===== src/rv_cfg.svh =====
// RV32I constants; reset address is a build-time value and ALU codes mirror funct3 where they can
`ifndef RV_CFG_SVH
`define RV_CFG_SVH

// ==========================================================================
// Reset and opcodes
// ==========================================================================
`define RV_RESET_ADDR 32'h0000_0000
`define RV_OP_OP      7'b0110011  // Register-register ALU
`define RV_OP_OP_IMM  7'b0010011  // Register-immediate ALU
`define RV_OP_LOAD    7'b0000011
`define RV_OP_STORE   7'b0100011
`define RV_OP_BRANCH  7'b1100011
`define RV_OP_JAL     7'b1101111
`define RV_OP_JALR    7'b1100111
`define RV_OP_LUI     7'b0110111
`define RV_OP_AUIPC   7'b0010111
`define RV_OP_SYSTEM  7'b1110011  // Only EBREAK is acted on

// ==========================================================================
// ALU select, SLTU is SLT plus unsigned flag
// ==========================================================================
`define RV_ALU_ADD 3'd0
`define RV_ALU_SLL 3'd1
`define RV_ALU_SLT 3'd2
`define RV_ALU_XOR 3'd4
`define RV_ALU_SRL 3'd5  // SRA with arith flag
`define RV_ALU_OR  3'd6
`define RV_ALU_AND 3'd7

// Access sizes, bit 2 marks zero extension on loads
`define RV_F3_B  3'b000
`define RV_F3_H  3'b001
`define RV_F3_W  3'b010
`define RV_F3_BU 3'b100
`define RV_F3_HU 3'b101

// Branch kinds
`define RV_F3_BEQ  3'b000
`define RV_F3_BNE  3'b001
`define RV_F3_BLT  3'b100
`define RV_F3_BGE  3'b101
`define RV_F3_BLTU 3'b110
`define RV_F3_BGEU 3'b111

`endif


===== src/rv_pkg.sv =====
// Shared RV32I datapath types; widths are fixed to the 32-bit base ISA
package rv_pkg;

    typedef logic [31:0] word_t;     // Data, address or instruction
    typedef logic [4:0]  reg_idx_t;  // Register index
    typedef logic [2:0]  alu_sel_t;  // ALU operation select
    typedef logic [2:0]  funct3_t;   // Access size or branch kind

    // Decoded control for one instruction
    typedef struct packed {
        alu_sel_t alu_sel;
        logic     sub;          // ADD becomes SUB
        logic     is_unsigned;  // SLTU and unsigned branches
        logic     arith;        // SRA instead of SRL
        logic     use_imm;      // Operand 2 from immediate
        logic     reg_write;
        logic     mem_read;
        logic     mem_write;
        logic     is_branch;
        logic     is_jal;
        logic     is_jalr;
        logic     is_lui;
        logic     is_auipc;
        logic     illegal;      // Unknown opcode
        logic     ebreak;
        funct3_t  funct3;
    } ctrl_t;

    // Data-memory request, addr is word aligned
    typedef struct packed {
        word_t       addr;
        logic        ren;
        logic        wen;
        word_t       wdata;
        logic [3:0]  mask;  // One bit per byte lane
    } dmem_req_t;

    // Per-cycle retire record
    typedef struct packed {
        word_t    inst;
        word_t    pc;
        word_t    next_pc;
        word_t    rd_wdata;
        reg_idx_t rd_waddr;  // Zero for branches and stores
        logic     trap;
        logic     halt;
    } retire_t;

endpackage


===== src/rv_decode.sv =====
// Combinational RV32I decoder; funct7 is checked only at bit 5, so other funct7 values alias
`timescale 1ns/1ps
`include "rv_cfg.svh"

module rv_decode import rv_pkg::*; (
    input  word_t i_inst,
    output ctrl_t o_ctrl,
    output word_t o_imm
);

    logic [6:0] opcode;
    funct3_t    f3;
    logic       f7_b5;      // funct7 bit 5, SUB and SRA
    alu_sel_t   f3_sel;     // ALU op implied by funct3

    assign opcode = i_inst[6:0];
    assign f3     = i_inst[14:12];
    assign f7_b5  = i_inst[30];

    // funct3 to ALU select for OP and OP_IMM
    always_comb begin
        case (f3)
            3'b000:         f3_sel = `RV_ALU_ADD;
            3'b001:         f3_sel = `RV_ALU_SLL;
            3'b010, 3'b011: f3_sel = `RV_ALU_SLT;  // SLTU via unsigned flag
            3'b100:         f3_sel = `RV_ALU_XOR;
            3'b101:         f3_sel = `RV_ALU_SRL;
            3'b110:         f3_sel = `RV_ALU_OR;
            default:        f3_sel = `RV_ALU_AND;
        endcase
    end

    // ======================================================================
    // Control by opcode class
    // ======================================================================
    always_comb begin
        o_ctrl         = '0;
        o_ctrl.funct3  = f3;
        o_ctrl.alu_sel = `RV_ALU_ADD;  // Address and default add
        o_imm          = {{20{i_inst[31]}}, i_inst[31:20]};  // I-type
        case (opcode)
            `RV_OP_OP: begin
                o_ctrl.reg_write   = 1'b1;
                o_ctrl.alu_sel     = f3_sel;
                o_ctrl.sub         = f7_b5 & (f3 == 3'b000);
                o_ctrl.arith       = f7_b5 & (f3 == 3'b101);
                o_ctrl.is_unsigned = (f3 == 3'b011);
            end
            `RV_OP_OP_IMM: begin
                o_ctrl.reg_write   = 1'b1;
                o_ctrl.use_imm     = 1'b1;
                o_ctrl.alu_sel     = f3_sel;
                o_ctrl.arith       = f7_b5 & (f3 == 3'b101);  // SRAI
                o_ctrl.is_unsigned = (f3 == 3'b011);
            end
            `RV_OP_LOAD: begin
                o_ctrl.reg_write = 1'b1;
                o_ctrl.use_imm   = 1'b1;
                o_ctrl.mem_read  = 1'b1;
            end
            `RV_OP_STORE: begin
                o_ctrl.use_imm   = 1'b1;
                o_ctrl.mem_write = 1'b1;
                o_imm = {{20{i_inst[31]}}, i_inst[31:25], i_inst[11:7]};
            end
            `RV_OP_BRANCH: begin
                o_ctrl.is_branch   = 1'b1;
                o_ctrl.is_unsigned = f3[1];  // BLTU, BGEU
                o_imm = {{19{i_inst[31]}}, i_inst[31], i_inst[7], i_inst[30:25],
                         i_inst[11:8], 1'b0};
            end
            `RV_OP_JAL: begin
                o_ctrl.reg_write = 1'b1;
                o_ctrl.is_jal    = 1'b1;
                o_imm = {{11{i_inst[31]}}, i_inst[31], i_inst[19:12], i_inst[20],
                         i_inst[30:21], 1'b0};
            end
            `RV_OP_JALR: begin
                o_ctrl.reg_write = 1'b1;
                o_ctrl.is_jalr   = 1'b1;
            end
            `RV_OP_LUI: begin
                o_ctrl.reg_write = 1'b1;
                o_ctrl.is_lui    = 1'b1;
                o_imm = {i_inst[31:12], 12'b0};
            end
            `RV_OP_AUIPC: begin
                o_ctrl.reg_write = 1'b1;
                o_ctrl.is_auipc  = 1'b1;
                o_imm = {i_inst[31:12], 12'b0};
            end
            `RV_OP_SYSTEM: o_ctrl.ebreak = (i_inst == 32'h0010_0073);  // ECALL etc. are no-ops
            default:       o_ctrl.illegal = 1'b1;
        endcase
    end

endmodule


===== src/rv_regfile.sv =====
// Integer register file; x0 is not stored, reads are combinational and writes land at the edge
`timescale 1ns/1ps

module rv_regfile import rv_pkg::*; (
    input  logic     i_clk,
    input  logic     i_rst,
    input  reg_idx_t i_rs1_addr,
    input  reg_idx_t i_rs2_addr,
    input  reg_idx_t i_rd_addr,
    input  word_t    i_rd_data,
    input  logic     i_rd_wen,
    output word_t    o_rs1_data,
    output word_t    o_rs2_data
);

    word_t regs [1:31];  // x1..x31

    always_ff @(posedge i_clk) begin
        if (i_rst) begin
            for (int i = 1; i < 32; i++) begin
                regs[i] <= '0;
            end
        end else if (i_rd_wen && (i_rd_addr != '0)) begin  // x0 writes dropped
            regs[i_rd_addr] <= i_rd_data;
        end
    end

    // x0 reads as zero
    assign o_rs1_data = (i_rs1_addr == '0) ? '0 : regs[i_rs1_addr];
    assign o_rs2_data = (i_rs2_addr == '0) ? '0 : regs[i_rs2_addr];

endmodule


===== src/rv_alu.sv =====
// 32-bit RV32I ALU; shift amount is the low five bits of operand 2, flags compare raw operands
`timescale 1ns/1ps
`include "rv_cfg.svh"

module rv_alu import rv_pkg::*; (
    input  alu_sel_t i_sel,
    input  logic     i_sub,
    input  logic     i_unsigned,
    input  logic     i_arith,
    input  word_t    i_op1,
    input  word_t    i_op2,
    output word_t    o_result,
    output logic     o_eq,
    output logic     o_lt
);

    word_t      op2_x;  // Inverted for subtract
    word_t      sum;
    logic [4:0] shamt;

    assign op2_x = i_sub ? ~i_op2 : i_op2;
    assign sum   = i_op1 + op2_x + {31'b0, i_sub};  // Two's complement carry-in
    assign shamt = i_op2[4:0];

    // Flags also drive branch decisions
    assign o_eq = (i_op1 == i_op2);
    assign o_lt = i_unsigned ? (i_op1 < i_op2) : ($signed(i_op1) < $signed(i_op2));

    always_comb begin
        case (i_sel)
            `RV_ALU_ADD: o_result = sum;
            `RV_ALU_SLL: o_result = i_op1 << shamt;
            `RV_ALU_SLT: o_result = {31'b0, o_lt};
            `RV_ALU_XOR: o_result = i_op1 ^ i_op2;
            `RV_ALU_SRL: o_result = i_arith ? word_t'($signed(i_op1) >>> shamt)
                                            : i_op1 >> shamt;
            `RV_ALU_OR:  o_result = i_op1 | i_op2;
            `RV_ALU_AND: o_result = i_op1 & i_op2;
            default:     o_result = sum;  // Code 3 unused
        endcase
    end

endmodule


===== src/rv_branch.sv =====
// Next-PC logic; a misaligned taken target is flagged but still taken, nothing redirects it
`timescale 1ns/1ps
`include "rv_cfg.svh"

module rv_branch import rv_pkg::*; (
    input  ctrl_t i_ctrl,
    input  word_t i_pc,
    input  word_t i_imm,
    input  word_t i_rs1,
    input  logic  i_eq,
    input  logic  i_lt,  // Signedness already chosen by decode
    output word_t o_next_pc,
    output logic  o_bad_target
);

    logic  cond;
    logic  taken;      // Branch or jump redirects
    word_t pc_rel;     // Branch and JAL target
    word_t jalr_tgt;

    always_comb begin
        case (i_ctrl.funct3)
            `RV_F3_BEQ:  cond = i_eq;
            `RV_F3_BNE:  cond = ~i_eq;
            `RV_F3_BLT:  cond = i_lt;
            `RV_F3_BGE:  cond = ~i_lt;
            `RV_F3_BLTU: cond = i_lt;
            `RV_F3_BGEU: cond = ~i_lt;
            default:     cond = 1'b0;  // Reserved kinds never branch
        endcase
    end

    assign pc_rel   = i_pc + i_imm;
    assign jalr_tgt = (i_rs1 + i_imm) & ~32'd1;  // Bit 0 cleared
    assign taken    = i_ctrl.is_jal | i_ctrl.is_jalr | (i_ctrl.is_branch & cond);

    assign o_next_pc    = i_ctrl.is_jalr ? jalr_tgt :
                          taken          ? pc_rel   :
                                           i_pc + 32'd4;
    assign o_bad_target = taken & (o_next_pc[1:0] != 2'b00);

endmodule


===== src/rv_lsu.sv =====
// Load/store lane logic for a 32-bit word memory; misaligned accesses are flagged, not split
`timescale 1ns/1ps
`include "rv_cfg.svh"

module rv_lsu import rv_pkg::*; (
    input  ctrl_t      i_ctrl,
    input  word_t      i_addr,        // rs1 + imm from the ALU
    input  word_t      i_store_data,
    input  word_t      i_rdata,
    output word_t      o_addr,
    output word_t      o_wdata,
    output logic [3:0] o_mask,
    output word_t      o_load_data,
    output logic       o_misaligned
);

    logic [1:0] off;      // Byte offset in word
    funct3_t    size;     // Size only, sign bit dropped
    word_t      lane;     // Read data moved down to bit 0

    assign off    = i_addr[1:0];
    assign size   = {1'b0, i_ctrl.funct3[1:0]};
    assign o_addr = {i_addr[31:2], 2'b00};

    // ======================================================================
    // Store side
    // ======================================================================
    assign o_wdata = i_store_data << {off, 3'b000};

    always_comb begin
        case (size)
            `RV_F3_B: o_mask = 4'b0001 << off;
            `RV_F3_H: o_mask = 4'b0011 << off;
            default:  o_mask = 4'b1111;
        endcase
    end

    // ======================================================================
    // Load side
    // ======================================================================
    assign lane = i_rdata >> {off, 3'b000};

    always_comb begin
        case (i_ctrl.funct3)
            `RV_F3_B:  o_load_data = {{24{lane[7]}}, lane[7:0]};
            `RV_F3_H:  o_load_data = {{16{lane[15]}}, lane[15:0]};
            `RV_F3_BU: o_load_data = {24'b0, lane[7:0]};
            `RV_F3_HU: o_load_data = {16'b0, lane[15:0]};
            default:   o_load_data = i_rdata;  // LW and reserved
        endcase
    end

    // Word needs offset 0, half needs even offset
    assign o_misaligned = (i_ctrl.mem_read | i_ctrl.mem_write) &
                          (((size == `RV_F3_W) & (off != 2'b00)) |
                           ((size == `RV_F3_H) & off[0]));

endmodule


===== src/rv_hart.sv =====
// RV32I single-cycle hart; imem and dmem reads must be combinational, halt does not stop fetch
`timescale 1ns/1ps
`include "rv_cfg.svh"

module rv_hart import rv_pkg::*; (
    input  logic      i_clk,
    input  logic      i_rst,
    output word_t     o_imem_raddr,
    input  word_t     i_imem_rdata,
    output dmem_req_t o_dmem,
    input  word_t     i_dmem_rdata,
    output retire_t   o_retire
);

    word_t      pc, pc_plus4, next_pc;
    word_t      imm, rs1_data, rs2_data, op2, alu_res, rd_wdata;
    word_t      mem_addr, mem_wdata, load_data;
    ctrl_t      ctrl;
    logic [3:0] mem_mask;
    logic       eq, lt, bad_target, misaligned, trap;
    reg_idx_t   rs1, rs2, rd;

    assign rs1 = i_imem_rdata[19:15];
    assign rs2 = i_imem_rdata[24:20];
    assign rd  = i_imem_rdata[11:7];

    // ======================================================================
    // PC
    // ======================================================================
    always_ff @(posedge i_clk) begin
        if (i_rst) pc <= `RV_RESET_ADDR;
        else       pc <= next_pc;  // One instruction per cycle
    end
    assign pc_plus4     = pc + 32'd4;
    assign o_imem_raddr = pc;

    rv_decode u_rv_decode (.i_inst(i_imem_rdata), .o_ctrl(ctrl), .o_imm(imm));

    rv_regfile u_rv_regfile (
        .i_clk(i_clk), .i_rst(i_rst),
        .i_rs1_addr(rs1), .i_rs2_addr(rs2),
        .i_rd_addr(rd), .i_rd_data(rd_wdata),
        .i_rd_wen(ctrl.reg_write & ~i_rst),  // No writes during reset
        .o_rs1_data(rs1_data), .o_rs2_data(rs2_data)
    );

    assign op2 = ctrl.use_imm ? imm : rs2_data;

    rv_alu u_rv_alu (
        .i_sel(ctrl.alu_sel), .i_sub(ctrl.sub),
        .i_unsigned(ctrl.is_unsigned), .i_arith(ctrl.arith),
        .i_op1(rs1_data), .i_op2(op2),
        .o_result(alu_res), .o_eq(eq), .o_lt(lt)
    );

    rv_branch u_rv_branch (
        .i_ctrl(ctrl), .i_pc(pc), .i_imm(imm), .i_rs1(rs1_data),
        .i_eq(eq), .i_lt(lt),
        .o_next_pc(next_pc), .o_bad_target(bad_target)
    );

    rv_lsu u_rv_lsu (
        .i_ctrl(ctrl), .i_addr(alu_res), .i_store_data(rs2_data), .i_rdata(i_dmem_rdata),
        .o_addr(mem_addr), .o_wdata(mem_wdata), .o_mask(mem_mask),
        .o_load_data(load_data), .o_misaligned(misaligned)
    );

    // Write-back priority: load, link, LUI, AUIPC, ALU
    assign rd_wdata = ctrl.mem_read                 ? load_data :
                      (ctrl.is_jal | ctrl.is_jalr)  ? pc_plus4  :
                      ctrl.is_lui                   ? imm       :
                      ctrl.is_auipc                 ? pc + imm  :
                                                      alu_res;

    assign trap = ctrl.illegal | bad_target | misaligned;

    assign o_dmem = '{addr: mem_addr, ren: ctrl.mem_read & ~i_rst,
                      wen: ctrl.mem_write & ~i_rst, wdata: mem_wdata, mask: mem_mask};

    // Branches and stores report no destination
    assign o_retire = '{inst: i_imem_rdata, pc: pc, next_pc: next_pc, rd_wdata: rd_wdata,
                        rd_waddr: (ctrl.is_branch | ctrl.mem_write) ? reg_idx_t'(0) : rd,
                        trap: trap, halt: trap | ctrl.ebreak};

endmodule


===== config.mk =====
export PLATFORM = sky130hd
export DESIGN_NAME = rv_hart
export DESIGN_NICKNAME = d
export VERILOG_FILES = /design/src/rv_pkg.sv /design/src/rv_decode.sv /design/src/rv_regfile.sv /design/src/rv_alu.sv /design/src/rv_branch.sv /design/src/rv_lsu.sv /design/src/rv_hart.sv
export VERILOG_INCLUDE_DIRS = /design/src /design/src/src
export SDC_FILE = /design/constraint.sdc
export NUM_CORES = 2
export LEC_CHECK = 0
export BUFFER_PORTS_ARGS = -buffer_cell sky130_fd_sc_hd__buf_4
export CORE_UTILIZATION = 45
export CTS_BUF_LIST = sky130_fd_sc_hd__clkbuf_2 sky130_fd_sc_hd__clkbuf_4 sky130_fd_sc_hd__clkbuf_8
export CTS_CLUSTER_DIAMETER = 50
export DETAILED_ROUTE_END_ITERATION = 10
export PLACE_DENSITY = 0.7
export SLEW_MARGIN = 0
export SYNTH_ARGS = -nofsm -noshare
export SYNTH_HDL_FRONTEND = slang
export SYNTH_SLANG_ARGS = --single-unit

===== constraint.sdc =====
create_clock -name i_clk -period 16.8 [get_ports i_clk]
set_clock_uncertainty 0.1 [all_clocks]
set_input_delay 1.68 -clock i_clk [delete_from_list [all_inputs] [get_ports i_clk]]
set_output_delay 1.68 -clock i_clk [all_outputs]
set_load 0.01 [all_outputs]

### Yosys cells after proc, flatten, opt, wreduce, memory -nomap -nowiden

Memory sizes are Yosys's and may differ from the RTL's.
Cells that the tools add are included.

| storage, ports and cells | value |
|---|---|
| register bits | 32 |
| output and inout bits | 237 |
| bits in writable memories | 992 |
| input bits | 66 |
| bits in read-only memories | 0 |
| memories kept | 1 |
| logic and storage cells | 127 |
| bits in latches | 0 |

| operators by class | value |
|---|---|
| eq/ne operators | 27 |
| multiply operators | 0 |
| reductions and logical operators | 17 |
| shift operators | 7 |
| order comparisons | 2 |
| add/subtract/negate cells | 5 |
| multiplexer cells | 42 |
| div/mod/pow operators | 0 |
| bitwise gates (word level) | 25 |

Memories:

| name | words | bits a word | read ports | clocked after Yosys merged registers in | wr ports | line | source |
|---|---|---|---|---|---|---|---|
| u_rv_regfile.regs | 31 | 32 | 2 | 0 | 31 | rv_regfile.sv:16 | `word_t regs [1:31];` |

Operators by type and width:

| cell | count |
|---|---|
| $mux 32 | 12 |
| $pmux 32 s6 | 1 |
| $pmux 32 s4 | 1 |
| $pmux 31 s4 | 1 |
| $add 32x32->32 | 3 |
| $lt 32x32->1 | 2 |
| $shl 32x5->32 | 2 |
| $add 32x1->32 | 1 |
| $add 32x3->32 const B | 1 |
| $and 32x32->32 | 1 |
| $eq 32x21->1 const B | 1 |
| $eq 32x32->1 | 1 |
| $not 32->32 | 1 |
| $or 32x32->32 | 1 |
| $reduce_or 32->1 | 1 |
| $shr 32x5->16 | 1 |
| $shr 32x5->32 | 1 |
| $sshr 32x5->32 | 1 |
| $xor 32x32->32 | 1 |
| $eq 7x7->1 const B | 4 |
| $eq 3x3->1 const B | 8 |
| $eq 7x6->1 const B | 3 |
| $mux 1 | 20 |
| $pmux 3 s6 | 1 |
| other kinds (25) | 55 |

### Logic depth before layout (Yosys ltp)

| logic depth | value |
|---|---|
| depth in word-level cells | 17 |
| gate-level depth with buffers | 31 |
| mapped depth without buffers | 21 |

### Modules after synthesis

From an unflattened synthesis, not the netlist that was laid out.

| second synthesis, totals | value |
|---|---|
| cell total of the unflattened synthesis | 6583 |
| area total of the unflattened synthesis | 74711.7 um2 |

By module, submodules not included:

| module | instances | area each (um2) | cells an instance | seq. area each (um2) |
|---|---|---|---|---|
| rv_regfile | 1 | 54631.1 | 3765 | 30749.5 |
| rv_alu | 1 | 8534.4 | 1182 | 0.0 |
| rv_hart | 1 | 5043.6 | 678 | 640.6 |
| rv_branch | 1 | 4137.7 | 598 | 0.0 |
| rv_lsu | 1 | 1564.0 | 253 | 0.0 |
| rv_decode | 1 | 800.8 | 107 | 0.0 |

### Least setup slack after synthesis

Ideal clock, no wire load.

| path | value |
|---|---|
| path kind | input -> output |
| start | input i_imem_rdata[20] |
| end | output o_retire[64] in the netlist's numbering |
| required time | 15.020 ns |
| stages on the path | 29 |
| arrival | 8.650 ns |
| setup slack | 6.370 ns |
| buffers on the path | 10 |
| path through | buf_4 buf_6 buf_6 buf_4 buf_2 clkbuf_1 clkbuf_1 buf_1 mux4_2 mux4_2 a22o_1 nor2_1 nor2_1 inv_1 ha_1 a21o_1 a221oi_1 o21ai_0 a31oi_1 o211ai_1 nor3_1 mux2_2 a31o_2 nand2_1 clkbuf_1 clkbuf_1 mux2i_1 nor2_1 nor2_1 |

RTL lines:

| item | line | source |
|---|---|---|
| from (decl) | rv_hart.sv:9 | `input word_t i_imem_rdata,` |
| to (decl) | rv_hart.sv:12 | `output retire_t o_retire` |

==> results.cfg <==
[yosys]
synth-seq-cells = 1056
synth_xor_area_frac = 0.0159
yosys.area_share.simple = 0.137
synth-adder-area-share = 0.0337
ys_async_sr_fraction = 0
synth_area_um2 = 72000
synth_enable_flop_cells = 1024
yosysSeqAreaShare = 0.436
synth_top_family_by_area = multiplexers
netlist_instances = 6261
ys_top_cells_by_count = 1024 x edfxtp_1, 885 x nor2_1, 512 x mux4_2
synthTopCellsByArea = edfxtp_1 43%, mux4_2 16%, nor2_1 4.6%, mux2i_1 3.3%, ha_1 3.3%
synth-compound-area-share = 0.123
yosys_most_used_dff = edfxtp_1
synth.avg_cell_area_um2 = 11.5
synth_most_common_cell = edfxtp_1
muxShareOfSynthArea = 0.200
yosysWarnings = 0
yosys.area.top_type_share = 0.427
synth_top_area_cell = edfxtp_1
synth_cell_types = 118

[timing]
worst_pin_slew_ps = 1480
max_slew_margin = 0.0153
max_clock_freq_ghz = 0.0775
drv_slew = 0
finalCritPeriodShare = 0.768
rsz0062_at_grt = no
setup_viol = 0
fin_setup_tns_ps = 0
period_needed_ps = 12900
final_hold_viol_count = 0

[cts]
holdBufCountCts = 0
cts_made_buffers = 180
cts_sinks = 1056
clock_path_buffers = 3
path_clk_slew_ps = 50
ctsResizeCount = 0
post_cts_buffers = 0
clock_latency_ps = 940
clockRootBuffer = clkbuf_8
cts_tree = yes
htree_levels = 4

[setup_path]
crit_top_cell = buf_4
path_cells = buf_8 -> buf_4 -> mux4_2 -> mux4_2 -> a32oi_1 -> inv_1 -> ha_1 -> a21o_1 -> a221oi_1 -> o21ai_0 -> a31oi_1 -> o211ai_1 -> nor3_1 -> mux2i_1 -> a32o_1 -> nand3_2 -> nand2_1 -> o22ai_4 -> buf_4 -> o31ai_4 -> nand2_1 -> buf_4
crit_path_start_kind = input port
critPathKind = input port to output port
critPathMaxFanout = 54
worstPathRequired_ps = 15020
cp_num_buf_inv = 5
r2r_setup_slack_ps = 7950
crit_slowest_cell = o31ai_4
cp_top_family = compound AO/OA/AOI/OAI gates
regToRegEndpoint = u_rv_regfile.regs[0][9]
slowest_delay_ps = 1140
reg2reg_depth = 19
cp-end-kind = output port
rr_startpoint = u_rv_regfile.regs[31][22]
worst_ep_arrival_time_ps = 11120

[route]
antenna_left = 0
drtPass1Iterations = 7
drc = 0
wirelength_mm = 345
drt_iter0_drc = 11427
wl_per_cell_um = 40.2
vias = 62189
vias_per_cell = 7.24

[placed_design]
dpl-instance-area_um2 = 76100
io_buffers = 300
hpwlAfterDp_mm = 230
place.gp.congestion = 1.04

[worst_hold_path]
hold_path.class = flop to flop
min_to = o_imem_raddr[0]
hold_path_startpoint = o_imem_raddr[0]
min_path_cells = 3

[global_route]
antenna_found_initial = 19
grt-ovfl-total = 0
grt_pass1_vias = 58307
grt.total_usage = 0.416
grt_pass1_wl_mm = 467
grt_max_degree = 117

[run]
max-cap-violations = 0

[pwr]
p_clk_frac = 0.280
max-vdd-ir-drop_mv = 0.0881
power_switching_w = 0.00332
p_seq_frac = 0.366
p_per_area_nw_per_um2 = 106
pwr-share-comb = 0.354
internal-power_w = 0.00509
switching_share = 0.394
leakagePower_nw = 30.5

[cells_and_area]
syn_to_final_growth_pct = 10.6
final_area_um2 = 79600
nNetsFinal = 6627
drive_above_1_share = 0.272

[floorplanning]
die_w_um = 402
die_area_um2 = 162000
chipHeight_um = 402
coreArea_um2 = 159000
row_count = 146
io_pins = 303
initial_utilization = 0.454

[status]
status = finished clean
==> power by group through the flow <==
stage | Sequential (W) | Combinational, W | Clock (W)
after global routing | 0.00308 | 0.00302 | 0.00245
after global placement | 0.00311 | 0.00284 | 0
after CTS | 0.00307 | 0.00285 | 0.00235
after floorplan | 0.00309 | 0.00164 | 0
after detailed placement | 0.00312 | 0.00284 | 0
final | 0.00307 | 0.00298 | 0.00236
==> cell families (layout without fill, tap and decap cells) <==
group                      Yosys count  after routing
and+or+nand+nor                   2013           2013
other                                1             42
AOI/OAI and AO/OA                 1277           1277
DFF                               1056           1056
xor gates and xnor gates           131            131
adders and majority gates          192            192
buffers and inverters              799           1016
muxes                              792            792
==> layer usage <==
metal	global-route usage	vias to the layer above	part of all wire
met2	0.614	6021	0.43
met1	0.500	30485	0.33
li1	-	24094	-
met3	0.144	1571	0.15
met4	0.319	18	0.095
met5	0	-	0.00038
==> cell usage in the layout, fill, tap and decap left out, types with 60 or more instances in the layout <==
cell type | Yosys | routed
buf_4 | 98 | 524
nor2_2 | 87 | 94
a21o_1 | 85 | 84
nor2_1 | 885 | 875
ha_1 | 189 | 189
a21oi_1 | 367 | 362
clkbuf_8 | 0 | 181
edfxtp_1 | 1024 | 1024
nor3_1 | 87 | 80
and3_1 | 70 | 69
a211oi_1 | 96 | 94
nand3_1 | 121 | 121
mux2i_1 | 240 | 239
inv_1 | 139 | 138
nor3_2 | 129 | 135
xnor2_1 | 74 | 74
o211ai_1 | 60 | 60
mux4_2 | 512 | 512
a22oi_1 | 115 | 115
nand2_1 | 340 | 309
o21ai_0 | 162 | 161
clkbuf_4 | 0 | 64
==> flip-flops by register name (all words and copies together), names as in the netlist <==
signal	flops
o_imem_raddr	32
u_rv_regfile.regs	1024
==> worst max path at each step <==
stage                              end  cells after the start  slack (ps)        startpoint
final                     o_retire[16]                     22        3900  i_imem_rdata[15]
after global routing      o_retire[16]                     23        3560  i_imem_rdata[20]
after CTS                 o_retire[16]                     22        4100  i_imem_rdata[15]
after detailed placement  o_retire[16]                     22        4120  i_imem_rdata[15]
after global placement    o_retire[16]                     22        4010  i_imem_rdata[15]
after floorplan           o_retire[64]                     29        6370  i_imem_rdata[20]
==> tightest hold or removal path, delay by kind of cell (launching register included) <==
family / cells / cell delay [ps]
DFF: 1 / 410
AOI/OAI and AO/OA: 1 / 130
and+or+nand+nor: 2 / 270
==> cell type report <==
class | instances | area, um^2
Fill cell | 14022 | 78900
Timing Repair Buffer | 533 | 4090
Clock buffer | 245 | 2970
Multi-Input combinational cell | 4439 | 37400
Sequential cell | 1056 | 31400
Tap cell | 2072 | 2590
Antenna cell | 8 | 20.0
Clock inverter | 79 | 581
Inverter | 159 | 599
==> through the flow <==
stage	utilization	hold WS [ps]	worst slack, ps	total power, W	cells
2_1_floorplan	-	635	6370	0.00473	6294
3_3_place_gp	0.480	733	4010	0.00595	8258
3_5_place_dp	0.480	730	4120	0.00596	8259
4_1_cts	0.502	752	4100	0.00826	8583
5_1_grt	0.502	799	3560	0.00855	8585
6_report	0.502	766	3900	0.00841	8591
(Power assumes the default switching activity.)
